==> config.mk <==
export PLATFORM = sky130hd
export DESIGN_NAME = video_controller
export DESIGN_NICKNAME = d
export VERILOG_FILES = /design/src/source/frame_buffer_pkg.sv /design/src/source/video_mem_pkg.sv /design/src/source/video_controller.sv /design/src/source/frame_downloader.sv /design/src/source/frame_uploader.sv /design/src/source/frame_sequencer.sv /design/src/source/buffer_table.sv /design/src/source/access_arbiter.sv
export SDC_FILE = /design/constraint.sdc
export NUM_CORES = 1
export LEC_CHECK = 0
export ABC_CLOCK_PERIOD_IN_PS = 2410
export BUFFER_PORTS_ARGS = -buffer_cell sky130_fd_sc_hd__buf_2
export CAP_MARGIN = 5
export CORE_UTILIZATION = 48
export CTS_BUF_LIST = sky130_fd_sc_hd__clkbuf_8
export DETAILED_ROUTE_END_ITERATION = 7
export PLACE_DENSITY = 0.79
export SLEW_MARGIN = 20
export SYNTH_ARGS = -nofsm -noshare
export SYNTH_HDL_FRONTEND = slang
export SYNTH_SLANG_ARGS = --single-unit
==> constraint.sdc <==
create_clock -name clk -period 2.41 [get_ports clk]
set_input_delay 0 -clock clk [delete_from_list [all_inputs] [get_ports clk]]
set_output_delay 0 -clock clk [all_outputs]
set_load 0.02 [all_outputs]
==> src/source/frame_buffer_pkg.sv <==
package frame_buffer_pkg;

    localparam int NUM_BUFFERS = 3;
    localparam int BUF_IDX_W = 2;

    typedef enum logic [2:0] {
        AVAILABLE,
        WRITE_BUSY,
        READ_BUSY,
        UPDATED,
        DISPLAYED
    } buffer_state_e;

    typedef enum logic [3:0] {
        IDLE,
        START_WAIT,
        LOCK,
        FIND,
        SELECT,
        START_FRAME,
        FRAME_WAIT,
        RELEASE_WAIT,
        RELEASE
    } seq_state_e;

    // clients of the shared table and memory port
    localparam int NUM_CLIENTS = 4;
    localparam int CLIENT_IDX_W = 2;
    localparam int CLIENT_UPLOAD_SEQ = 0;
    localparam int CLIENT_DOWNLOAD_SEQ = 1;
    localparam int CLIENT_WRITER = 2;
    localparam int CLIENT_READER = 3;

endpackage

==> src/source/video_mem_pkg.sv <==
package video_mem_pkg;

    localparam int FRAME_WIDTH = 16;
    localparam int FRAME_HEIGHT = 4;
    // one pixel per memory word
    localparam int FRAME_WORDS = FRAME_WIDTH * FRAME_HEIGHT;
    localparam int BUFFER_GUARD = 32;
    localparam int BUFFER_STRIDE = FRAME_WORDS + BUFFER_GUARD;

    localparam int MEM_ADDR_W = 21;
    localparam int MEM_DATA_W = 32;
    localparam int PIXEL_ADDR_W = 10;
    // 16 pixel bits plus end of frame flag
    localparam int STORE_DATA_W = 17;

    // words per read burst
    localparam int MEMORY_BURST = 8;
    localparam int MEMORY_INITIAL_DELAY = 152;
    localparam int START_CNT_W = 8;

    typedef enum logic {
        MEM_CMD_READ  = 1'b0,
        MEM_CMD_WRITE = 1'b1
    } mem_cmd_e;

endpackage
==> src/source/video_controller.sv <==
`timescale 1ns/1ps

module video_controller (
    input  logic                                   clk,
    input  logic                                   rst_n,
    input  logic                                   init_done_i,
    input  logic [video_mem_pkg::MEM_DATA_W-1:0]   rd_data_i,
    input  logic                                   rd_data_valid_i,
    output logic [video_mem_pkg::MEM_ADDR_W-1:0]   addr_o,
    output logic                                   cmd_o,
    output logic                                   cmd_en_o,
    output logic [video_mem_pkg::MEM_DATA_W-1:0]   wr_data_o,
    output logic                                   load_read_rdy_o,
    output logic [video_mem_pkg::PIXEL_ADDR_W-1:0] load_mem_addr_o,
    input  logic                                   load_pixel_valid_i,
    input  logic [video_mem_pkg::MEM_DATA_W-1:0]   load_pixel_data_i,
    output logic                                   store_wr_en_o,
    input  logic                                   store_queue_full_i,
    output logic [video_mem_pkg::STORE_DATA_W-1:0] store_queue_data_o,
    output logic                                   error_o
);

    import video_mem_pkg::*;
    import frame_buffer_pkg::*;

    logic [NUM_CLIENTS-1:0] req;
    logic [NUM_CLIENTS-1:0] grant;
    logic upload_req;
    logic download_req;
    logic write_req;
    logic read_req;
    logic upload_find;
    logic download_find;
    logic upload_select;
    logic download_select;
    logic upload_release;
    logic download_release;
    logic upload_start;
    logic download_start;
    logic upload_done;
    logic download_done;
    logic mem_wr_en;
    logic mem_rd_en;
    logic [MEM_ADDR_W-1:0] upload_base;
    logic [MEM_ADDR_W-1:0] download_base;
    logic [MEM_ADDR_W-1:0] write_addr;
    logic [MEM_ADDR_W-1:0] read_addr;

    assign req[CLIENT_UPLOAD_SEQ] = upload_req;
    assign req[CLIENT_DOWNLOAD_SEQ] = download_req;
    assign req[CLIENT_WRITER] = write_req;
    assign req[CLIENT_READER] = read_req;

    assign cmd_en_o = mem_wr_en || mem_rd_en;
    assign cmd_o = mem_wr_en ? MEM_CMD_WRITE : MEM_CMD_READ;

    // address from whichever engine owns the memory port
    always_comb begin
        addr_o = '0;
        if (cmd_en_o) begin
            addr_o = grant[CLIENT_WRITER] ? write_addr : read_addr;
        end
    end

    frame_sequencer frame_sequencer0 (
        .clk(clk), .rst_n(rst_n), .init_done_i(init_done_i), .grant_i(grant),
        .upload_done_i(upload_done), .download_done_i(download_done),
        .upload_req_o(upload_req), .download_req_o(download_req),
        .upload_find_o(upload_find), .download_find_o(download_find),
        .upload_select_o(upload_select), .download_select_o(download_select),
        .upload_release_o(upload_release), .download_release_o(download_release),
        .upload_start_o(upload_start), .download_start_o(download_start)
    );

    buffer_table buffer_table0 (
        .clk(clk), .rst_n(rst_n),
        .upload_find_i(upload_find), .download_find_i(download_find),
        .upload_select_i(upload_select), .download_select_i(download_select),
        .upload_release_i(upload_release), .download_release_i(download_release),
        .upload_base_o(upload_base), .download_base_o(download_base), .error_o(error_o)
    );

    access_arbiter access_arbiter0 (
        .clk(clk), .rst_n(rst_n), .req_i(req), .grant_o(grant)
    );

    frame_uploader frame_uploader0 (
        .clk(clk), .rst_n(rst_n), .start_i(upload_start), .grant_i(grant[CLIENT_WRITER]),
        .base_addr_i(upload_base), .load_pixel_valid_i(load_pixel_valid_i),
        .load_pixel_data_i(load_pixel_data_i), .write_req_o(write_req),
        .load_read_rdy_o(load_read_rdy_o), .load_mem_addr_o(load_mem_addr_o),
        .mem_wr_en_o(mem_wr_en), .write_addr_o(write_addr), .write_data_o(wr_data_o),
        .done_o(upload_done)
    );

    frame_downloader frame_downloader0 (
        .clk(clk), .rst_n(rst_n), .start_i(download_start), .grant_i(grant[CLIENT_READER]),
        .base_addr_i(download_base), .rd_data_i(rd_data_i),
        .rd_data_valid_i(rd_data_valid_i), .store_queue_full_i(store_queue_full_i),
        .read_req_o(read_req), .mem_rd_en_o(mem_rd_en), .read_addr_o(read_addr),
        .store_wr_en_o(store_wr_en_o), .store_queue_data_o(store_queue_data_o),
        .done_o(download_done)
    );

endmodule

==> src/source/frame_downloader.sv <==
`timescale 1ns/1ps

module frame_downloader (
    input  logic                                   clk,
    input  logic                                   rst_n,
    input  logic                                   start_i,
    input  logic                                   grant_i,
    input  logic [video_mem_pkg::MEM_ADDR_W-1:0]   base_addr_i,
    input  logic [video_mem_pkg::MEM_DATA_W-1:0]   rd_data_i,
    input  logic                                   rd_data_valid_i,
    input  logic                                   store_queue_full_i,
    output logic                                   read_req_o,
    output logic                                   mem_rd_en_o,
    output logic [video_mem_pkg::MEM_ADDR_W-1:0]   read_addr_o,
    output logic                                   store_wr_en_o,
    output logic [video_mem_pkg::STORE_DATA_W-1:0] store_queue_data_o,
    output logic                                   done_o
);

    import video_mem_pkg::*;

    logic active_q;
    logic burst_out_q;
    logic done_q;
    logic [PIXEL_ADDR_W-1:0] issued_q;
    logic [PIXEL_ADDR_W-1:0] recv_q;
    logic word_valid;
    logic last_word;
    logic burst_end;

    assign read_req_o = active_q;
    // full only holds back the next burst
    assign mem_rd_en_o = active_q && grant_i && !burst_out_q && !store_queue_full_i &&
                         (issued_q < PIXEL_ADDR_W'(FRAME_WORDS));
    assign read_addr_o = base_addr_i + MEM_ADDR_W'(issued_q);

    assign word_valid = active_q && rd_data_valid_i;
    assign last_word = (recv_q == PIXEL_ADDR_W'(FRAME_WORDS - 1));
    assign burst_end = ((int'(recv_q) + 1) % MEMORY_BURST) == 0;
    assign store_wr_en_o = word_valid;
    assign store_queue_data_o = {last_word, rd_data_i[STORE_DATA_W-2:0]};
    assign done_o = done_q;

    always_ff @(posedge clk or negedge rst_n) begin
        if (!rst_n) begin
            active_q <= 1'b0;
            burst_out_q <= 1'b0;
            done_q <= 1'b0;
            issued_q <= '0;
            recv_q <= '0;
        end else begin
            done_q <= word_valid && last_word;
            if (start_i) begin
                active_q <= 1'b1;
                burst_out_q <= 1'b0;
                issued_q <= '0;
                recv_q <= '0;
            end else begin
                if (mem_rd_en_o) begin
                    burst_out_q <= 1'b1;
                    issued_q <= issued_q + PIXEL_ADDR_W'(MEMORY_BURST);
                end
                if (word_valid) begin
                    recv_q <= recv_q + 1'b1;
                    if (burst_end) begin
                        burst_out_q <= 1'b0;
                    end
                    if (last_word) begin
                        active_q <= 1'b0;
                    end
                end
            end
        end
    end

    // every word of earlier bursts is back before a new read
    assert property (@(posedge clk) disable iff (!rst_n) mem_rd_en_o |-> recv_q == issued_q);

endmodule

==> src/source/frame_uploader.sv <==
`timescale 1ns/1ps

module frame_uploader (
    input  logic                                   clk,
    input  logic                                   rst_n,
    input  logic                                   start_i,
    input  logic                                   grant_i,
    input  logic [video_mem_pkg::MEM_ADDR_W-1:0]   base_addr_i,
    input  logic                                   load_pixel_valid_i,
    input  logic [video_mem_pkg::MEM_DATA_W-1:0]   load_pixel_data_i,
    output logic                                   write_req_o,
    output logic                                   load_read_rdy_o,
    output logic [video_mem_pkg::PIXEL_ADDR_W-1:0] load_mem_addr_o,
    output logic                                   mem_wr_en_o,
    output logic [video_mem_pkg::MEM_ADDR_W-1:0]   write_addr_o,
    output logic [video_mem_pkg::MEM_DATA_W-1:0]   write_data_o,
    output logic                                   done_o
);

    import video_mem_pkg::*;

    logic active_q;
    logic done_q;
    logic [PIXEL_ADDR_W-1:0] pix_idx_q;
    logic last_write;

    assign write_req_o = active_q;
    assign load_read_rdy_o = active_q && grant_i;
    assign load_mem_addr_o = pix_idx_q;

    // one write per valid pixel
    assign mem_wr_en_o = active_q && grant_i && load_pixel_valid_i;
    assign write_addr_o = base_addr_i + MEM_ADDR_W'(pix_idx_q);
    assign write_data_o = load_pixel_data_i;
    assign last_write = mem_wr_en_o && (pix_idx_q == PIXEL_ADDR_W'(FRAME_WORDS - 1));
    assign done_o = done_q;

    always_ff @(posedge clk or negedge rst_n) begin
        if (!rst_n) begin
            active_q <= 1'b0;
            done_q <= 1'b0;
            pix_idx_q <= '0;
        end else begin
            done_q <= last_write;
            if (start_i) begin
                active_q <= 1'b1;
                pix_idx_q <= '0;
            end else if (mem_wr_en_o) begin
                pix_idx_q <= pix_idx_q + 1'b1;
                if (last_write) begin
                    active_q <= 1'b0;
                end
            end
        end
    end

endmodule

==> src/source/frame_sequencer.sv <==
`timescale 1ns/1ps

module frame_sequencer (
    input  logic                                     clk,
    input  logic                                     rst_n,
    input  logic                                     init_done_i,
    input  logic [frame_buffer_pkg::NUM_CLIENTS-1:0] grant_i,
    input  logic                                     upload_done_i,
    input  logic                                     download_done_i,
    output logic                                     upload_req_o,
    output logic                                     download_req_o,
    output logic                                     upload_find_o,
    output logic                                     download_find_o,
    output logic                                     upload_select_o,
    output logic                                     download_select_o,
    output logic                                     upload_release_o,
    output logic                                     download_release_o,
    output logic                                     upload_start_o,
    output logic                                     download_start_o
);

    import video_mem_pkg::*;
    import frame_buffer_pkg::*;

    logic [START_CNT_W-1:0] start_cnt_q;
    logic started;
    seq_state_e upload_state_q;
    seq_state_e upload_state_d;
    seq_state_e download_state_q;
    seq_state_e download_state_d;

    function automatic seq_state_e advance(
        input seq_state_e cur,
        input logic       grant,
        input logic       done
    );
        seq_state_e nxt;
        nxt = cur;
        case (cur)
            IDLE:         nxt = started ? LOCK : START_WAIT;
            START_WAIT:   nxt = started ? LOCK : START_WAIT;
            LOCK:         nxt = grant ? FIND : LOCK;
            FIND:         nxt = SELECT;
            SELECT:       nxt = START_FRAME;
            START_FRAME:  nxt = FRAME_WAIT;
            FRAME_WAIT:   nxt = done ? RELEASE_WAIT : FRAME_WAIT;
            RELEASE_WAIT: nxt = grant ? RELEASE : RELEASE_WAIT;
            default:      nxt = IDLE;
        endcase
        return nxt;
    endfunction

    // table access phases keep the request up
    function automatic logic holds_table(input seq_state_e st);
        return st inside {LOCK, FIND, SELECT, RELEASE_WAIT, RELEASE};
    endfunction

    assign started = (start_cnt_q == START_CNT_W'(MEMORY_INITIAL_DELAY));

    always_comb begin
        upload_state_d = advance(upload_state_q, grant_i[CLIENT_UPLOAD_SEQ], upload_done_i);
        download_state_d = advance(download_state_q, grant_i[CLIENT_DOWNLOAD_SEQ],
                                   download_done_i);
    end

    assign upload_req_o = holds_table(upload_state_q);
    assign download_req_o = holds_table(download_state_q);
    assign upload_find_o = (upload_state_q == FIND);
    assign download_find_o = (download_state_q == FIND);
    assign upload_select_o = (upload_state_q == SELECT);
    assign download_select_o = (download_state_q == SELECT);
    assign upload_release_o = (upload_state_q == RELEASE);
    assign download_release_o = (download_state_q == RELEASE);

    always_ff @(posedge clk or negedge rst_n) begin
        if (!rst_n) begin
            start_cnt_q <= '0;
            upload_state_q <= IDLE;
            download_state_q <= IDLE;
            upload_start_o <= 1'b0;
            download_start_o <= 1'b0;
        end else begin
            // memory settle time
            if (init_done_i && !started) begin
                start_cnt_q <= start_cnt_q + 1'b1;
            end
            upload_state_q <= upload_state_d;
            download_state_q <= download_state_d;
            upload_start_o <= (upload_state_q == SELECT);
            download_start_o <= (download_state_q == SELECT);
        end
    end

    assert property (@(posedge clk) disable iff (!rst_n) upload_start_o |=> !upload_start_o);
    assert property (@(posedge clk) disable iff (!rst_n) download_start_o |=> !download_start_o);

endmodule

==> src/source/buffer_table.sv <==
`timescale 1ns/1ps

module buffer_table (
    input  logic                                 clk,
    input  logic                                 rst_n,
    input  logic                                 upload_find_i,
    input  logic                                 download_find_i,
    input  logic                                 upload_select_i,
    input  logic                                 download_select_i,
    input  logic                                 upload_release_i,
    input  logic                                 download_release_i,
    output logic [video_mem_pkg::MEM_ADDR_W-1:0] upload_base_o,
    output logic [video_mem_pkg::MEM_ADDR_W-1:0] download_base_o,
    output logic                                 error_o
);

    import video_mem_pkg::*;
    import frame_buffer_pkg::*;

    buffer_state_e buf_state_q [NUM_BUFFERS];
    logic [BUF_IDX_W-1:0] upload_idx_q;
    logic [BUF_IDX_W-1:0] download_idx_q;
    logic [BUF_IDX_W:0] upload_pick;
    logic [BUF_IDX_W:0] download_pick;

    // msb flags a hit, lowest index in the best state wins
    function automatic logic [BUF_IDX_W:0] pick_buffer(
        input buffer_state_e first,
        input buffer_state_e second,
        input buffer_state_e third
    );
        buffer_state_e prio [3];
        logic [BUF_IDX_W:0] res;
        prio[0] = first;
        prio[1] = second;
        prio[2] = third;
        res = '0;
        for (int p = 2; p >= 0; p--) begin
            for (int b = NUM_BUFFERS - 1; b >= 0; b--) begin
                if (buf_state_q[b] == prio[p]) begin
                    res = {1'b1, BUF_IDX_W'(b)};
                end
            end
        end
        return res;
    endfunction

    always_comb begin
        upload_pick = pick_buffer(DISPLAYED, AVAILABLE, UPDATED);
        download_pick = pick_buffer(UPDATED, AVAILABLE, DISPLAYED);
    end

    always_ff @(posedge clk or negedge rst_n) begin
        if (!rst_n) begin
            for (int b = 0; b < NUM_BUFFERS; b++) begin
                buf_state_q[b] <= AVAILABLE;
            end
            upload_idx_q <= '0;
            download_idx_q <= '0;
            error_o <= 1'b0;
        end else begin
            if (upload_find_i) begin
                upload_idx_q <= upload_pick[BUF_IDX_W-1:0];
            end else if (upload_select_i) begin
                buf_state_q[upload_idx_q] <= WRITE_BUSY;
            end else if (upload_release_i) begin
                buf_state_q[upload_idx_q] <= UPDATED;
            end
            if (download_find_i) begin
                download_idx_q <= download_pick[BUF_IDX_W-1:0];
            end else if (download_select_i) begin
                buf_state_q[download_idx_q] <= READ_BUSY;
            end else if (download_release_i) begin
                buf_state_q[download_idx_q] <= DISPLAYED;
            end
            // no candidate buffer, sticky
            if ((upload_find_i && !upload_pick[BUF_IDX_W]) ||
                (download_find_i && !download_pick[BUF_IDX_W])) begin
                error_o <= 1'b1;
            end
        end
    end

    always_ff @(posedge clk) begin
        if (upload_select_i) begin
            upload_base_o <= MEM_ADDR_W'(upload_idx_q) * MEM_ADDR_W'(BUFFER_STRIDE);
        end
        if (download_select_i) begin
            download_base_o <= MEM_ADDR_W'(download_idx_q) * MEM_ADDR_W'(BUFFER_STRIDE);
        end
    end

    // index found earlier must not be the one held by the other engine
    assert property (@(posedge clk) disable iff (!rst_n)
        (download_select_i && buf_state_q[upload_idx_q] == WRITE_BUSY)
        |-> download_idx_q != upload_idx_q);
    assert property (@(posedge clk) disable iff (!rst_n)
        (upload_select_i && buf_state_q[download_idx_q] == READ_BUSY)
        |-> upload_idx_q != download_idx_q);

endmodule

==> src/source/access_arbiter.sv <==
`timescale 1ns/1ps

module access_arbiter (
    input  logic                                     clk,
    input  logic                                     rst_n,
    input  logic [frame_buffer_pkg::NUM_CLIENTS-1:0] req_i,
    output logic [frame_buffer_pkg::NUM_CLIENTS-1:0] grant_o
);

    import frame_buffer_pkg::*;

    logic [NUM_CLIENTS-1:0] grant_d;
    logic [CLIENT_IDX_W-1:0] last_q;
    logic [CLIENT_IDX_W-1:0] last_d;

    always_comb begin
        logic found;
        int idx;
        found = 1'b0;
        idx = 0;
        grant_d = '0;
        last_d = last_q;
        if (|(grant_o & req_i)) begin
            // owner keeps the grant while it requests
            grant_d = grant_o;
        end else begin
            for (int k = 1; k <= NUM_CLIENTS; k++) begin
                idx = (int'(last_q) + k) % NUM_CLIENTS;
                if (!found && req_i[idx]) begin
                    found = 1'b1;
                    grant_d[idx] = 1'b1;
                    last_d = CLIENT_IDX_W'(idx);
                end
            end
        end
    end

    always_ff @(posedge clk or negedge rst_n) begin
        if (!rst_n) begin
            grant_o <= '0;
            // search begins at client 0
            last_q <= CLIENT_IDX_W'(NUM_CLIENTS - 1);
        end else begin
            grant_o <= grant_d;
            last_q <= last_d;
        end
    end

    assert property (@(posedge clk) disable iff (!rst_n) $onehot0(grant_o));

endmodule

* Word-level counts from Yosys, hierarchy flattened
Cells that the tools add are included.
** Word-level totals
- Input port bits :: 70
- Logic and storage cells :: 247
- Register bits after elaboration :: 81
- Output and inout port bits :: 85
** Operators by class
- Equality and inequality tests :: 25
- Multiply operators :: 2
- Reductions and logical operators :: 56
- Bitwise operators :: 24
- Muxes and demuxes :: 93
- Magnitude comparators :: 13
- Add/sub/neg operators :: 11
** Operators by type and width (count)
- 10-bit two-way mux :: 6
- 3-bit two-way mux :: 20
- 4-bit case mux with 7 select lines :: 2
- 9-bit two-way mux :: 6
- 21-bit two-way mux :: 2
- 4-bit two-way mux :: 9
- 1-bit two-way mux :: 33
- 4-bit by 3-bit equality test with 1-bit output, second input constant :: 8
- 32-bit logical NOT :: 1
- 9-bit by 10-bit adder with 11-bit output :: 2
- 1-bit logical AND :: 21
- 10-bit by 1-bit adder with 10-bit output, second input constant :: 2
- 10-bit by 6-bit equality test with 1-bit output, second input constant :: 2
- 6-bit AND :: 3
- 6-bit NOT :: 3
- 4-bit by 2-bit equality test with 1-bit output, second input constant :: 4
- 3-bit by 4-bit < comparator with 1-bit output, second input constant :: 4
- 3-bit demux with 2-bit select :: 2
- 3-bit by 1-bit greater-or-equal comparator with 1-bit output, second input constant :: 4
- 4-bit bitwise OR :: 3
- 2-bit OR reduction :: 6
- 10-bit by 4-bit adder with 10-bit output, second input constant :: 1
- 10-bit by 7-bit < comparator with 1-bit output, second input constant :: 1
- 2-bit two-way mux :: 5
- other kinds (32) :: 74

* Logic depth before layout (Yosys ltp)
Gate-level depths: netlist of run 1.
- Depth in word-level cells :: 20
- Gate-level depth with buffers :: 9
- Depth with buffers taken out :: 8

* Hierarchy
A second synthesis of run 1 with hierarchy kept.
** Unflattened totals
- Cell total of the unflattened synthesis :: 691
- Area total of the unflattened synthesis :: 6378.6 µm²
** Modules (own cells, without submodules)
- frame_downloader :: times used 1, sequential area each 500.5 µm², area an instance 1477.7 µm², cells each 160
- frame_uploader :: times used 1, sequential area each 300.3 µm², area an instance 1451.4 µm², cells each 169
- buffer_table :: times used 1, sequential area each 590.6 µm², area an instance 1383.8 µm², cells each 136
- frame_sequencer :: times used 1, sequential area each 450.4 µm², area an instance 955.9 µm², cells each 100
- access_arbiter :: times used 1, sequential area each 152.6 µm², area an instance 768.2 µm², cells each 77
- video_controller :: times used 1, sequential area each 0.0 µm², area an instance 341.6 µm², cells each 49

* Worst setup path before layout of run 1
No wires, ideal clock.
- Kind :: register -> register
- From :: register access_arbiter0.last_q[0]
- To :: register access_arbiter0.grant_o[0] in the netlist's numbering
- Required time :: 2.322 ns
- Arrival time :: 2.327 ns
- Path slack :: -0.006 ns
- Period minus slack after synthesis :: 2.416 ns
- Cell stages (with the launch flop) :: 10
- Library setup time :: 0.088 ns
- Buffers on the path :: 1
- Path through :: dfstp_2 -> buf_2 -> inv_1 -> ha_1 -> inv_1 -> nor2_1 -> a221oi_1 -> and4b_2 -> nand2_1 -> a41oi_1
** On the way
- Cells in the longest elaborated chain, start to end :: 17
- Elaborated cells on any way between the ends :: 66
- Classes of those cells :: add/sub: 4; order compare: 8; mux: 33; bitwise: 7; reduce/logical: 14
** Ends and longest elaborated chain
- from (decl) :: line access_arbiter.sv:13 : logic [CLIENT_IDX_W-1:0] last_q;
- from (signal assigned) :: line access_arbiter.sv:42 : last_q <= CLIENT_IDX_W'(NUM_CLIENTS - 1);
- from (signal assigned) :: line access_arbiter.sv:45 : last_q <= last_d;
- 2-bit by 1-bit adder with 2-bit output :: line access_arbiter.sv:28 : idx = (int'(last_q) + k) % NUM_CLIENTS;
- 2-bit OR reduction (no source line) or 1-bit binary-select mux with 2-bit select (tied branches)
- 1-bit AND (no source line) or 1-bit two-way mux (tied branches)
- 3-bit by 4-bit < comparator with 1-bit output (implied by the code) (tied with other cells) :: line access_arbiter.sv:31 : grant_d[idx] = 1'b1;
- 1-bit logical AND (implied by the code) or 1-bit two-way mux (tied branches) :: line access_arbiter.sv:31, access_arbiter.sv:29
- 1-bit two-way mux (on tied branches) :: line access_arbiter.sv:31, access_arbiter.sv:23
- 1-bit demux with 2-bit select or 1-bit logical NOT (tied branches)
- 4-bit two-way mux or 1-bit logical AND (tied branches) :: line access_arbiter.sv:29 : if (!found && req_i[idx]) begin
- 4-bit two-way mux or 1-bit two-way mux (tied branches) :: line access_arbiter.sv:23, access_arbiter.sv:29
- 4-bit bitwise OR (no source line) or 1-bit two-way mux (tied branches)
- 4-bit two-way mux or 1-bit logical NOT (tied branches) :: line access_arbiter.sv:29
- 4-bit two-way mux or 1-bit logical AND (tied branches) :: line access_arbiter.sv:23, access_arbiter.sv:29
- 4-bit bitwise OR (no source line) or 1-bit two-way mux (tied branches)
- 4-bit two-way mux or 1-bit two-way mux (tied branches) :: line access_arbiter.sv:29, access_arbiter.sv:23
- 4-bit two-way mux or 1-bit logical NOT (tied branches) :: line access_arbiter.sv:23, access_arbiter.sv:29
- 4-bit bitwise OR (no source line) or 1-bit logical AND (tied branches)
- 4-bit two-way mux * :: line access_arbiter.sv:29
- to (signal assigned) :: line access_arbiter.sv:44 : grant_o <= grant_d;
- to (decl) :: line access_arbiter.sv:7 : output logic [frame_buffer_pkg::NUM_CLIENTS-1:0] grant_o
Mark *: on every way between the ends. The rest lies on a longest branch, timed or not. The select of a mux whose other input is x is not followed.
A chain may end at the register's enable or synchronous reset.

* Final worst setup path of run 1
- From :: register frame_downloader0.issued_q[5]
- To :: output addr_o[9] in the netlist's numbering
** On the way
- Cells in the longest elaborated chain, start to end :: 4
- Elaborated cells on any way between the ends :: 6
- Classes of those cells :: add/sub: 1; order compare: 1; mux: 2; reduce/logical: 2
** Ends and longest elaborated chain
- from (decl) :: line frame_downloader.sv:25 : logic [PIXEL_ADDR_W-1:0] issued_q;
- from (signal assigned) :: line frame_downloader.sv:61 : issued_q <= issued_q + PIXEL_ADDR_W'(MEMORY_BURST);
- 10-bit by 7-bit < comparator with 1-bit output :: line frame_downloader.sv:34 : (issued_q < PIXEL_ADDR_W'(FRAME_WORDS));
- 1-bit logical AND :: line frame_downloader.sv:33 : assign mem_rd_en_o = active_q && grant_i && !burst_out_q && !store_queue_full_i &&
- 1-bit logical OR :: line video_controller.sv:54 : assign cmd_en_o = mem_wr_en || mem_rd_en;
- 21-bit two-way mux * :: line video_controller.sv:60 : if (cmd_en_o) begin
- to (decl) :: line video_controller.sv:9 : output logic [video_mem_pkg::MEM_ADDR_W-1:0] addr_o,
Mark *: on every way between the ends. The rest lies on a longest branch, timed or not.

==> metrics.yaml, run 1 <==
drv_slew: 0
area_growth_pct: 4.80
timing.rr.start: "frame_sequencer0.upload_state_q[3]$_DFF_PN0_"
clk_pin_slew_ns: 0.09
grt_max_degree: 44
ys_types: 65
routed_wirelength_mm: 9.96
slowest_stage: "dfrtp_1"
met3_usage: 0.0414
grt_pass1_vias: 3653
cellLeakagePower_nw: 2.52
maxSlewHeadroom: 0.536
portBuffers: 32
diodes: 0
grt_util_met2: 0.322
first_pass_iters: 7
drive_gt1_frac: 0.170
core_um2: 10200
tightest_slew_ns: 0.696
yosys.area_share.simple: 0.189
hold_path_class: "input pin to output pin"
dp_hpwl_mm: 7.25
synth_top_cell_area_share: 0.338
die_area_um2: 10900
dp_cells: 654
grt_pass1_wl_mm: 17.0
cts_tree: "done"
power_density_nw_per_um2: 601
mostFrequentLayoutCell: "dfrtp_1"
skew_ns: 0.0143
place_area_um2: 5010
status: "complete, no violations"
yosys.area.top_type: "dfrtp_1"
cp-start-kind: "flop"
fp-row-count: 37
h-tree-depth: 3
start_util: 0.492
wl_per_cell_um: 14.7
synth_xor_xnor_area_share: 0.0629
min_from: "rd_data_i[11]"
hold_violations: 0
synth_warnings: 0
min_period_ns: 2.31
synth_top_family_by_area: "simple AND/OR/NAND/NOR gates"
avgSynthCellArea_um2: 9.39
die_y_um: 104
syn_area_um2: 5030
io_pins: 155
synth_seq_cells: 78
synth-edff-count: 8
critPathTopFamily: "adder cells"
cts_buffers: 9
viasPerCell: 5.56
critical_path_class: "flop to output pin"
instances_no_fill: 676
fp.dieW_um: 104
async_flop_share: 0.897
end_kind: "output pin"
cap_violations: 0
final_cell_area_um2: 5270
mostFrequentLayoutCells: "dfrtp_1 (67), nor2_1 (64), nand2_1 (44)"
yosysSeqAreaShare: 0.396
grt_antenna_before_repair: 0
yosys_most_used_dff: "dfrtp_1"
rsz0062_at_grt: "true"
finalSetupViolations: 0
synth.area.mux_share: 0.0303
path_cells: "ha_2 > fa_2 > a21o_1 > a21oi_2 > xor2_1 > nor2_1 > a21oi_1 > nor2_1 > buf_4"
crit_start: "frame_downloader0.issued_q[5]$_DFFE_PN0N_"
clockBufferDepth: 2
fin_nets: 637
critPathMaxFanout: 3
use_met1: 0.237
busiest_layer: "met2"
ant_nets: 0
synth_area_leaders: "dfrtp_1 (34%), buf_4 (8.8%), ha_1 (7.5%)"
synth_cells: 536
max_freq_mhz: 432
vias: 3760
synthAdderAreaFrac: 0.0825
cts_sinks: 78
critical_path_buf_inv_count: 1
cp.arrival_ns: 2.31
route.detailed.drc: 0
grtUsageTotal: 0.192
drtIter0Drc: 365
synth_compound_area_frac: 0.123
cp_data_required_time_ns: 2.41
place_congestion: 0.870
crit_top_cell: "nor2_1"
rrSetupSlack_ns: 0.12
ir_worst_vdd_mv: 0.381
fin_crit_sh: 0.960
grt-ovfl-total: 0
cts_root_buf: "clkbuf_8"
cpPeakStageDelay_ns: 0.42
clk-insertion-delay-late_ns: 0.36
## final cells by class
class	instances	area (µm²)
Sequential cell	78	2000
Clock inverter	7	55.1
Multi-Input combinational cell	377	2530
Clock buffer	9	124
Tap cell	136	170
Fill cell	895	4960
Inverter	16	60.1
Timing Repair Buffer	53	340
## registers in the layout, summed over array words and instances, names as in the netlist, 7 cells and up
| signal | cells |
|---|---|
| buffer_table0.buf_state_q | 9 |
| frame_downloader0.issued_q | 7 |
| frame_downloader0.recv_q | 10 |
| frame_sequencer0.start_cnt_q | 8 |
| frame_uploader0.load_mem_addr_o | 10 |
## per-layer routing
metal	up-vias	wire length, µm
met5	-	0
met4	0	240
met3	32	586
met2	134	4770
met1	1786	4360
li1	1808	-
## repair_timing
| item | 4_1_cts | 5_1_grt |
|---|---|---|
| pin swaps | 0 | 3 |
| hold buffers | 3 | 0 |
| resized for setup | 2 | 7 |
| setup endpoints to repair | 1 | 9 |
| buffers inserted | 0 | 3 |
| endpoints found under the hold margin | 30 | 0 |
## final timing paths
kind	to	cells after the start
setup reg to reg	access_arbiter0.last_q[1]$_DFFE_PN1P_	6
setup / recovery	addr_o[9]	9
hold reg to reg	buffer_table0.error_o$_DFFE_PN0P_	1
min in group asynchronous	frame_downloader0.recv_q[4]$_DFFE_PN0P_	2
max in group asynchronous	frame_sequencer0.start_cnt_q[5]$_DFFE_PN0P_	3
hold / removal	store_queue_data_o[11]	0
## synth_stat cells, types with 2 or more instances
cell type	instances
edfxtp_1	8
dfrtp_1	68
o21ai_0	14
nor3_1	10
nand4_1	5
nand3_1	20
buf_4	59
a221oi_1	3
mux2i_1	7
nor2_1	65
nand2b_1	3
and3_1	8
inv_1	15
a31oi_1	7
or4b_1	2
a21boi_0	3
or3_1	3
or4_1	3
clkbuf_1	11
xnor2_1	14
ha_1	30
nand3b_1	2
a41oi_1	5
o22ai_1	5
dfstp_2	2
mux2_2	3
nor3b_1	5
buf_2	2
buf_6	2
a21o_1	6
and2_1	4
nor2b_1	8
a21oi_1	35
xor2_1	19
or2_2	3
fa_1	2
nand2_1	44
o211ai_1	2
a311oi_1	2
o21bai_1	2
## worst reg2reg max path: cells and delay by family, from the launching register on
family | cells | cell delay (ns)
AO/OA/AOI/OAI | 2 | 0.40
XOR/XNOR | 1 | 0.26
buffers and inverters | 1 | 0.17
flip-flops | 1 | 0.51
multiplexers | 2 | 0.87
## kinds of logic (layout without fill, tap and decap cells)
kind of cell / Yosys count / count (layout)
compound gates: 96 / 96
xor+xnor: 34 / 34
fa+ha+maj: 32 / 32
buf+inv: 90 / 85
flops: 78 / 78
mux: 12 / 12
other cells: 1 / 10
simple gates: 193 / 193
## per-stage QoR
stage	power (W)	utilization	hold WS, ns	setup WS [ns]	TNS [ns]
floorplan	0.00220	-	-0.296	0.104	0
global placement	0.00223	0.490	0.000137	0.151	0
detailed placement	0.00227	0.490	0.000137	0.0835	0
CTS	0.00318	0.511	0.000137	0.00888	0
global route	0.00335	0.515	0.0000293	-0.0177	-0.0177
finish	0.00317	0.515	0.00000683	0.0958	0
## where the power goes
group	internal, W	total (W)	leakage (nW)	switching [W]
clock network	0.000385	0.000917	0.0832	0.000532
registers	0.00148	0.00168	1.01	0.000197
logic	0.000272	0.000578	1.43	0.000306
total	0.00214	0.00317	2.52	0.00104
No activity file was read; power rests on OpenSTA's default activity.
==> inputs of run 2 (changes only) <==
--- a/config.mk
+++ b/config.mk
@@ -12,6 +12,7 @@
 export CTS_BUF_LIST = sky130_fd_sc_hd__clkbuf_8
 export DETAILED_ROUTE_END_ITERATION = 7
 export PLACE_DENSITY = 0.79
+export RECOVER_POWER = 100
 export SLEW_MARGIN = 20
 export SYNTH_ARGS = -nofsm -noshare
 export SYNTH_HDL_FRONTEND = slang
==> run 2 against run 1 <==
  * The run now ends with capacitance limit, slew limit left
  * Wire length rose by 0.31%
  * Register-to-register slack barely moved
  * Combinational power barely moved
  * Power fell by 0.25%
  * Clock skew rose by 0.0020 ns
  * Critical endpoint unchanged
  * Global-route usage did not move
  * Flip-flop and latch count did not move
  * Non-clock buffer count did not move
  * First-iteration DRC count rose by 2.2%
==> metrics.yaml, run 2 (synthesis results as in run 1) <==
holdWs_ns: 0.00000683  # unchanged
maxSlewHeadroom: -0.0639  # was 0.536
drive_gt1_frac: 0.137  # was 0.170
critical_path_buf_inv_count: 1  # unchanged
die_area_um2: 10900  # unchanged
reg2reg_depth: 6  # unchanged
vias: 3781  # was 3760
fin_nets: 637  # unchanged
dp_hpwl_mm: 7.25  # unchanged
cts_tree: "done"  # unchanged
viasPerCell: 5.59  # was 5.56
rsz0062_at_grt: "true"  # unchanged
instances_no_fill: 676  # unchanged
drv_slew: 29  # was 0
fill_cells: 913  # was 895
critical_path_class: "flop to output pin"  # unchanged
hold_violations: 0  # unchanged
die_y_um: 104  # unchanged
io_pins: 155  # unchanged
fp-row-count: 37  # unchanged
cts_buffers: 9  # unchanged
use_met1: 0.237  # unchanged
tightest_slew_ns: 1.60  # was 0.696 ns
route.detailed.drc: 0  # unchanged
hold_path_class: "input pin to output pin"  # unchanged
fin_crit_sh: 0.956  # was 0.960
cp.arrival_ns: 2.30  # was 2.31 ns
cts_root_buf: "clkbuf_8"  # unchanged
cpPeakStageDelay_ns: 0.42  # about the same
cap_violations: 1  # was 0
critPathTopFamily: "adder cells"  # unchanged
first_pass_iters: 5  # was 7
path_cells: "ha_2 > fa_2 > a21o_1 > a21oi_2 > xor2_1 > nor2_1 > a21oi_1 > nor2_1 > buf_4"  # unchanged
ir_worst_vdd_mv: 0.379  # was 0.381 mV
place_congestion: 0.870  # unchanged
slowest_stage: "dfrtp_1"  # unchanged
cts_sinks: 78  # unchanged
finalSetupViolations: 0  # unchanged
ant_nets: 0  # unchanged
met3_usage: 0.0414  # unchanged
grt_pass1_wl_mm: 17.0  # unchanged
cp-start-kind: "flop"  # unchanged
min_period_ns: 2.30  # was 2.31 ns
grt-ovfl-total: 0  # unchanged
grt_util_met2: 0.322  # unchanged
cellLeakagePower_nw: 2.44  # was 2.52 nW
h-tree-depth: 3  # unchanged
power_density_nw_per_um2: 605  # was 601 nW/µm²
utilization: 0.511  # was 0.515
grt_max_degree: 44  # unchanged
critPathMaxFanout: 3  # unchanged
drtIter0Drc: 373  # was 365
grtUsageTotal: 0.192  # unchanged
fp.dieW_um: 104  # unchanged
violations: "capacitance limit, slew limit"
clk-insertion-delay-late_ns: 0.36  # about the same
start_util: 0.492  # unchanged
busiest_layer: "met2"  # unchanged
grt_antenna_before_repair: 0  # unchanged
crit_top_cell: "nor2_1"  # unchanged
routed_wirelength_mm: 9.99  # was 9.96 mm
clockBufferDepth: 2  # unchanged
setup_tns_ns: 0  # unchanged
area_growth_pct: 3.95  # was 4.80%
cp_data_required_time_ns: 2.41  # about the same
clk_pin_slew_ns: 0.09  # about the same
crit_cells: 9  # unchanged
portBuffers: 32  # unchanged
diodes: 0  # unchanged
whs_path_depth: 0  # unchanged
dp_cells: 654  # unchanged
mostFrequentLayoutCells: "dfrtp_1 (67), nor2_1 (64), nand2_1 (44)"  # unchanged
mostFrequentLayoutCell: "dfrtp_1"  # unchanged
skew_ns: 0.0163  # was 0.0143 ns
wl_per_cell_um: 14.8  # was 14.7 µm
end_kind: "output pin"  # unchanged
status: "finished with violations"  # was complete, no violations
core_um2: 10200  # unchanged
multiInputGateArea_um2: 2530  # unchanged
p_total_w: 0.00316  # was 0.00317 W
grt_pass1_vias: 3653  # unchanged
max_freq_mhz: 434  # was 432 MHz
register_area_um2: 2000  # unchanged
## run 2: cell count changes in the layout (fill, tap and decap cells not counted)
cell and delta:
and2_1 -1, buf_4 -3, buf_2 -15, clkbuf_1 +18, and2_0 +1, clkbuf_4 +1
buf_12 -1
## run 2: worst paths after layout
kind	from	endpoint	slack (ns)
worst min-delay path	rd_data_i[11]	store_queue_data_o[11]	0.000007
min in group asynchronous	rst_n	frame_downloader0.recv_q[4]$_DFFE_PN0P_	0.57
worst min register to register	buffer_table0.error_o$_DFFE_PN0P_	buffer_table0.error_o$_DFFE_PN0P_	0.48
worst max-delay path	frame_downloader0.issued_q[5]$_DFFE_PN0N_	addr_o[9]	0.11
max in group asynchronous	rst_n	frame_sequencer0.download_state_q[3]$_DFF_PN0_	0.38
worst max register to register	frame_sequencer0.upload_state_q[3]$_DFF_PN0_	access_arbiter0.last_q[1]$_DFFE_PN1P_	0.12
## run 2: per-stage QoR
stage	area (µm²)	worst slack, ns
CTS	5230	0.00888
floorplan	5070	0.104
global placement	5010	0.151
global route	5230	-0.0196
finish	5230	0.106
detailed placement	5010	0.0835
## run 2: where the power goes
group	leakage (nW)	total [W]	internal, W	switching [W]
clock network	0.0832	0.000913	0.000385	0.000528
logic	1.34	0.000575	0.000267	0.000307
registers	1.01	0.00168	0.00148	0.000196
## run 2: cell type report
class	instances	area share
repair buffers	53	0.0569
inverters	16	0.0115
clock inverters	7	0.0105
multi-input cells	377	0.483
well taps	136	0.0325
flip-flops and latches	78	0.381
clock buffers	9	0.0237
## run 2: repair_timing
action | in CTS | in global routing
hold buffers | 3 | 0
setup endpoints to repair | 1 | 9
buffers inserted | 0 | 3
pin swaps | 0 | 3
gates resized for setup | 2 | 7
endpoints found under the hold margin | 30 | 0
## run 2: layer usage
| layer | part of all wire | vias to the layer above | wire length (µm) |
|---|---|---|---|
| li1 | - | 1808 | - |
| met1 | 0.43 | 1788 | 4320 |
| met5 | 0 | - | 0 |
| met4 | 0.025 | 0 | 250 |
| met2 | 0.48 | 147 | 4800 |
| met3 | 0.063 | 38 | 627 |
==> inputs of run 3 (changes only) <==
--- a/config.mk
+++ b/config.mk
@@ -11,7 +11,7 @@
 export CORE_UTILIZATION = 48
 export CTS_BUF_LIST = sky130_fd_sc_hd__clkbuf_8
 export DETAILED_ROUTE_END_ITERATION = 7
-export PLACE_DENSITY = 0.79
+export PLACE_DENSITY_LB_ADDON = 0.2
 export RECOVER_POWER = 100
 export SLEW_MARGIN = 20
 export SYNTH_ARGS = -nofsm -noshare
==> run 3 against run 2 <==
  * Core utilization increased by 0.48 points
  * Sequential power about the same
  * Global-route usage increased by 0.31 points
  * The flow still finishes with violations (capacitance limit, slew limit)
  * Largest cell class unchanged
  * Largest power group unchanged
  * Count of clock-buffer cells in the layout increased by 1
  * Critical path type unchanged
  * Fmax increased by 1.5%
  * Wire length increased by 0.68%
==> metrics.yaml, run 3 (synthesis results as in run 1) <==
status: "finished with violations"  # unchanged
violations: "capacitance limit, slew limit"  # unchanged
slowest_stage: "dfrtp_1"  # unchanged
fin_nets: 640  # was 637
grt_max_degree: 45  # was 44
drtIter0Drc: 141  # was 373
die_y_um: 104  # unchanged
cts_buffers: 9  # unchanged
critPathTopFamily: "adder cells"  # unchanged
p_switching_w: 0.00101  # was 0.00103 W
cp_data_required_time_ns: 2.41  # about the same
min_from: "load_pixel_data_i[19]"  # was rd_data_i[11]
grt-ovfl-total: 0  # unchanged
cts_root_buf: "clkbuf_8"  # unchanged
clockBufferDepth: 2  # unchanged
cp.arrival_ns: 2.27  # was 2.30 ns
cp-start-kind: "flop"  # unchanged
ir_worst_vdd_mv: 0.443  # was 0.379 mV
core_um2: 10200  # unchanged
grtUsageTotal: 0.195  # was 0.192
cpPeakStageDelay_ns: 0.43  # was 0.42 ns
die_area_um2: 10900  # unchanged
start_util: 0.492  # unchanged
max_freq_mhz: 441  # was 434 MHz
fin_crit_sh: 0.941  # was 0.956
maxSlewHeadroom: -0.0113  # was -0.0639
h-tree-depth: 3  # unchanged
instances_no_fill: 679  # was 676
drive_gt1_frac: 0.123  # was 0.137
portBuffers: 32  # unchanged
mostFrequentLayoutCells: "dfrtp_1 (67), nor2_1 (65), nand2_1 (44)"  # was dfrtp_1 (67), nor2_1 (64), nand2_1 (44)
tightest_slew_ns: 1.52  # was 1.60 ns
viasPerCell: 5.52  # was 5.59
cts_sinks: 78  # unchanged
fp-row-count: 37  # unchanged
grt_pass1_vias: 3645  # was 3653
first_pass_iters: 4  # was 5
skew_ns: 0.0151  # was 0.0163 ns
power_density_nw_per_um2: 618  # was 605 nW/µm²
vias: 3747  # was 3781
cellLeakagePower_nw: 2.43  # was 2.44 nW
drv_slew: 28  # was 29
finalSetupViolations: 0  # unchanged
clk-insertion-delay-late_ns: 0.35  # was 0.36 ns
dp_cells: 657  # was 654
clkPwrFrac: 0.312  # was 0.289
p_int_w: 0.00226  # was 0.00213 W
grt_antenna_before_repair: 0  # unchanged
grt_pass1_wl_mm: 17.0  # unchanged
diodes: 0  # unchanged
place_congestion: 0.799  # was 0.870
rrSetupSlack_ns: 0.16  # was 0.12 ns
clk_pin_slew_ns: 0.07  # was 0.09 ns
routed_wirelength_mm: 10.1  # was 9.99 mm
route.detailed.drc: 0  # unchanged
fp.dieW_um: 104  # unchanged
critPathMaxFanout: 4  # was 3
dp_hpwl_mm: 7.40  # was 7.25 mm
p_comb_frac: 0.176  # was 0.182
end_kind: "output pin"  # unchanged
cap_violations: 1  # unchanged
seqPwrFrac: 0.512  # was 0.530
critical_path_class: "flop to output pin"  # unchanged
wl_per_cell_um: 14.8  # about the same
path_cells: "ha_1 > fa_1 > a21o_1 > a21oi_2 > xnor2_1 > a21oi_1 > nor2_1 > buf_4"  # was ha_2 > fa_2 > a21o_1 > a21oi_2 > xor2_1 > nor2_1 > a21oi_1 > nor2_1 > buf_4
hold_path_class: "input pin to output pin"  # unchanged
area_growth_pct: 4.92  # was 3.95%
hold_violations: 0  # unchanged
crit_start: "frame_uploader0.load_mem_addr_o[5]$_DFFE_PN0P_"  # was frame_downloader0.issued_q[5]$_DFFE_PN0N_
mostFrequentLayoutCell: "dfrtp_1"  # unchanged
fill_cells: 938  # was 913
timing.rr.start: "frame_sequencer0.upload_state_q[3]$_DFF_PN0_"  # unchanged
place_ws_ns: 0.122  # was 0.0835 ns
ant_nets: 0  # unchanged
io_pins: 155  # unchanged
critical_path_buf_inv_count: 1  # unchanged
swShare: 0.309  # was 0.326
layout_setup_ws_ns: 0.141  # was 0.106 ns
min_period_ns: 2.27  # was 2.30 ns
utilization: 0.516  # was 0.511
cts_tree: "done"  # unchanged
-- run 3: path summary, 6_finish.rpt --
kind                                                                end  depth (start not counted)
min                                                       wr_data_o[19]                          0
min reg2reg                 frame_sequencer0.start_cnt_q[7]$_DFFE_PN0P_                          1
max in group asynchronous  frame_sequencer0.upload_state_q[3]$_DFF_PN0_                          3
min in group asynchronous       frame_downloader0.recv_q[5]$_DFFE_PN0P_                          2
max reg2reg                      access_arbiter0.grant_o[1]$_DFFE_PN0N_                          7
max                                                           addr_o[9]                          8
-- run 3: final cells by class --
| type | instances | area (µm²) | area share |
|---|---|---|---|
| multi-input cells | 377 | 2540 | 0.481 |
| flip-flops and latches | 78 | 2000 | 0.378 |
| repair buffers | 56 | 308 | 0.0583 |
| well taps | 136 | 170 | 0.0322 |
| clock buffers | 10 | 138 | 0.0261 |
| clock inverters | 6 | 70.1 | 0.0133 |
| inverters | 16 | 60.1 | 0.0114 |
-- run 3: power groups by stage --
stage / clock, W / sequential (W) / combinational (W)
6_report: 0.00102 / 0.00167 / 0.000574
5_1_grt: 0.00110 / 0.00170 / 0.000658
4_1_cts: 0.00105 / 0.00167 / 0.000583
3_5_place_dp: 0 / 0.00170 / 0.000562
3_3_place_gp: 0 / 0.00169 / 0.000546
2_1_floorplan: 0 / 0.00164 / 0.000559
-- run 3: routing by layer --
| layer | part of all wire | up-vias | wire, µm | GRT usage |
|---|---|---|---|---|
| met5 | 0 | - | 0 | 0 |
| met4 | 0.016 | 0 | 157 | 0.0765 |
| met3 | 0.055 | 20 | 550 | 0.0545 |
| met2 | 0.46 | 100 | 4670 | 0.308 |
| met1 | 0.47 | 1823 | 4680 | 0.251 |
| li1 | - | 1804 | - | - |
-- run 3: timing repair --
action	CTS	global route
hold endpoints to repair	29	0
buffers inserted	1	2
pin swaps	0	3
endpoints found under the setup margin	1	5
resized for setup	1	8
hold buffers	3	0
-- run 3: stage by stage --
stage / instance area, µm² / TNS, ns / hold WS, ns / total power (W)
2_1_floorplan: 5070 / 0 / -0.296 / 0.00220
3_3_place_gp: 5030 / 0 / 0.000137 / 0.00224
3_5_place_dp: 5030 / 0 / 0.000137 / 0.00226
4_1_cts: 5280 / 0 / 0.000137 / 0.00330
5_1_grt: 5280 / -0.00297 / 0.0000293 / 0.00346
6_report: 5280 / 0 / 0.00000682 / 0.00327
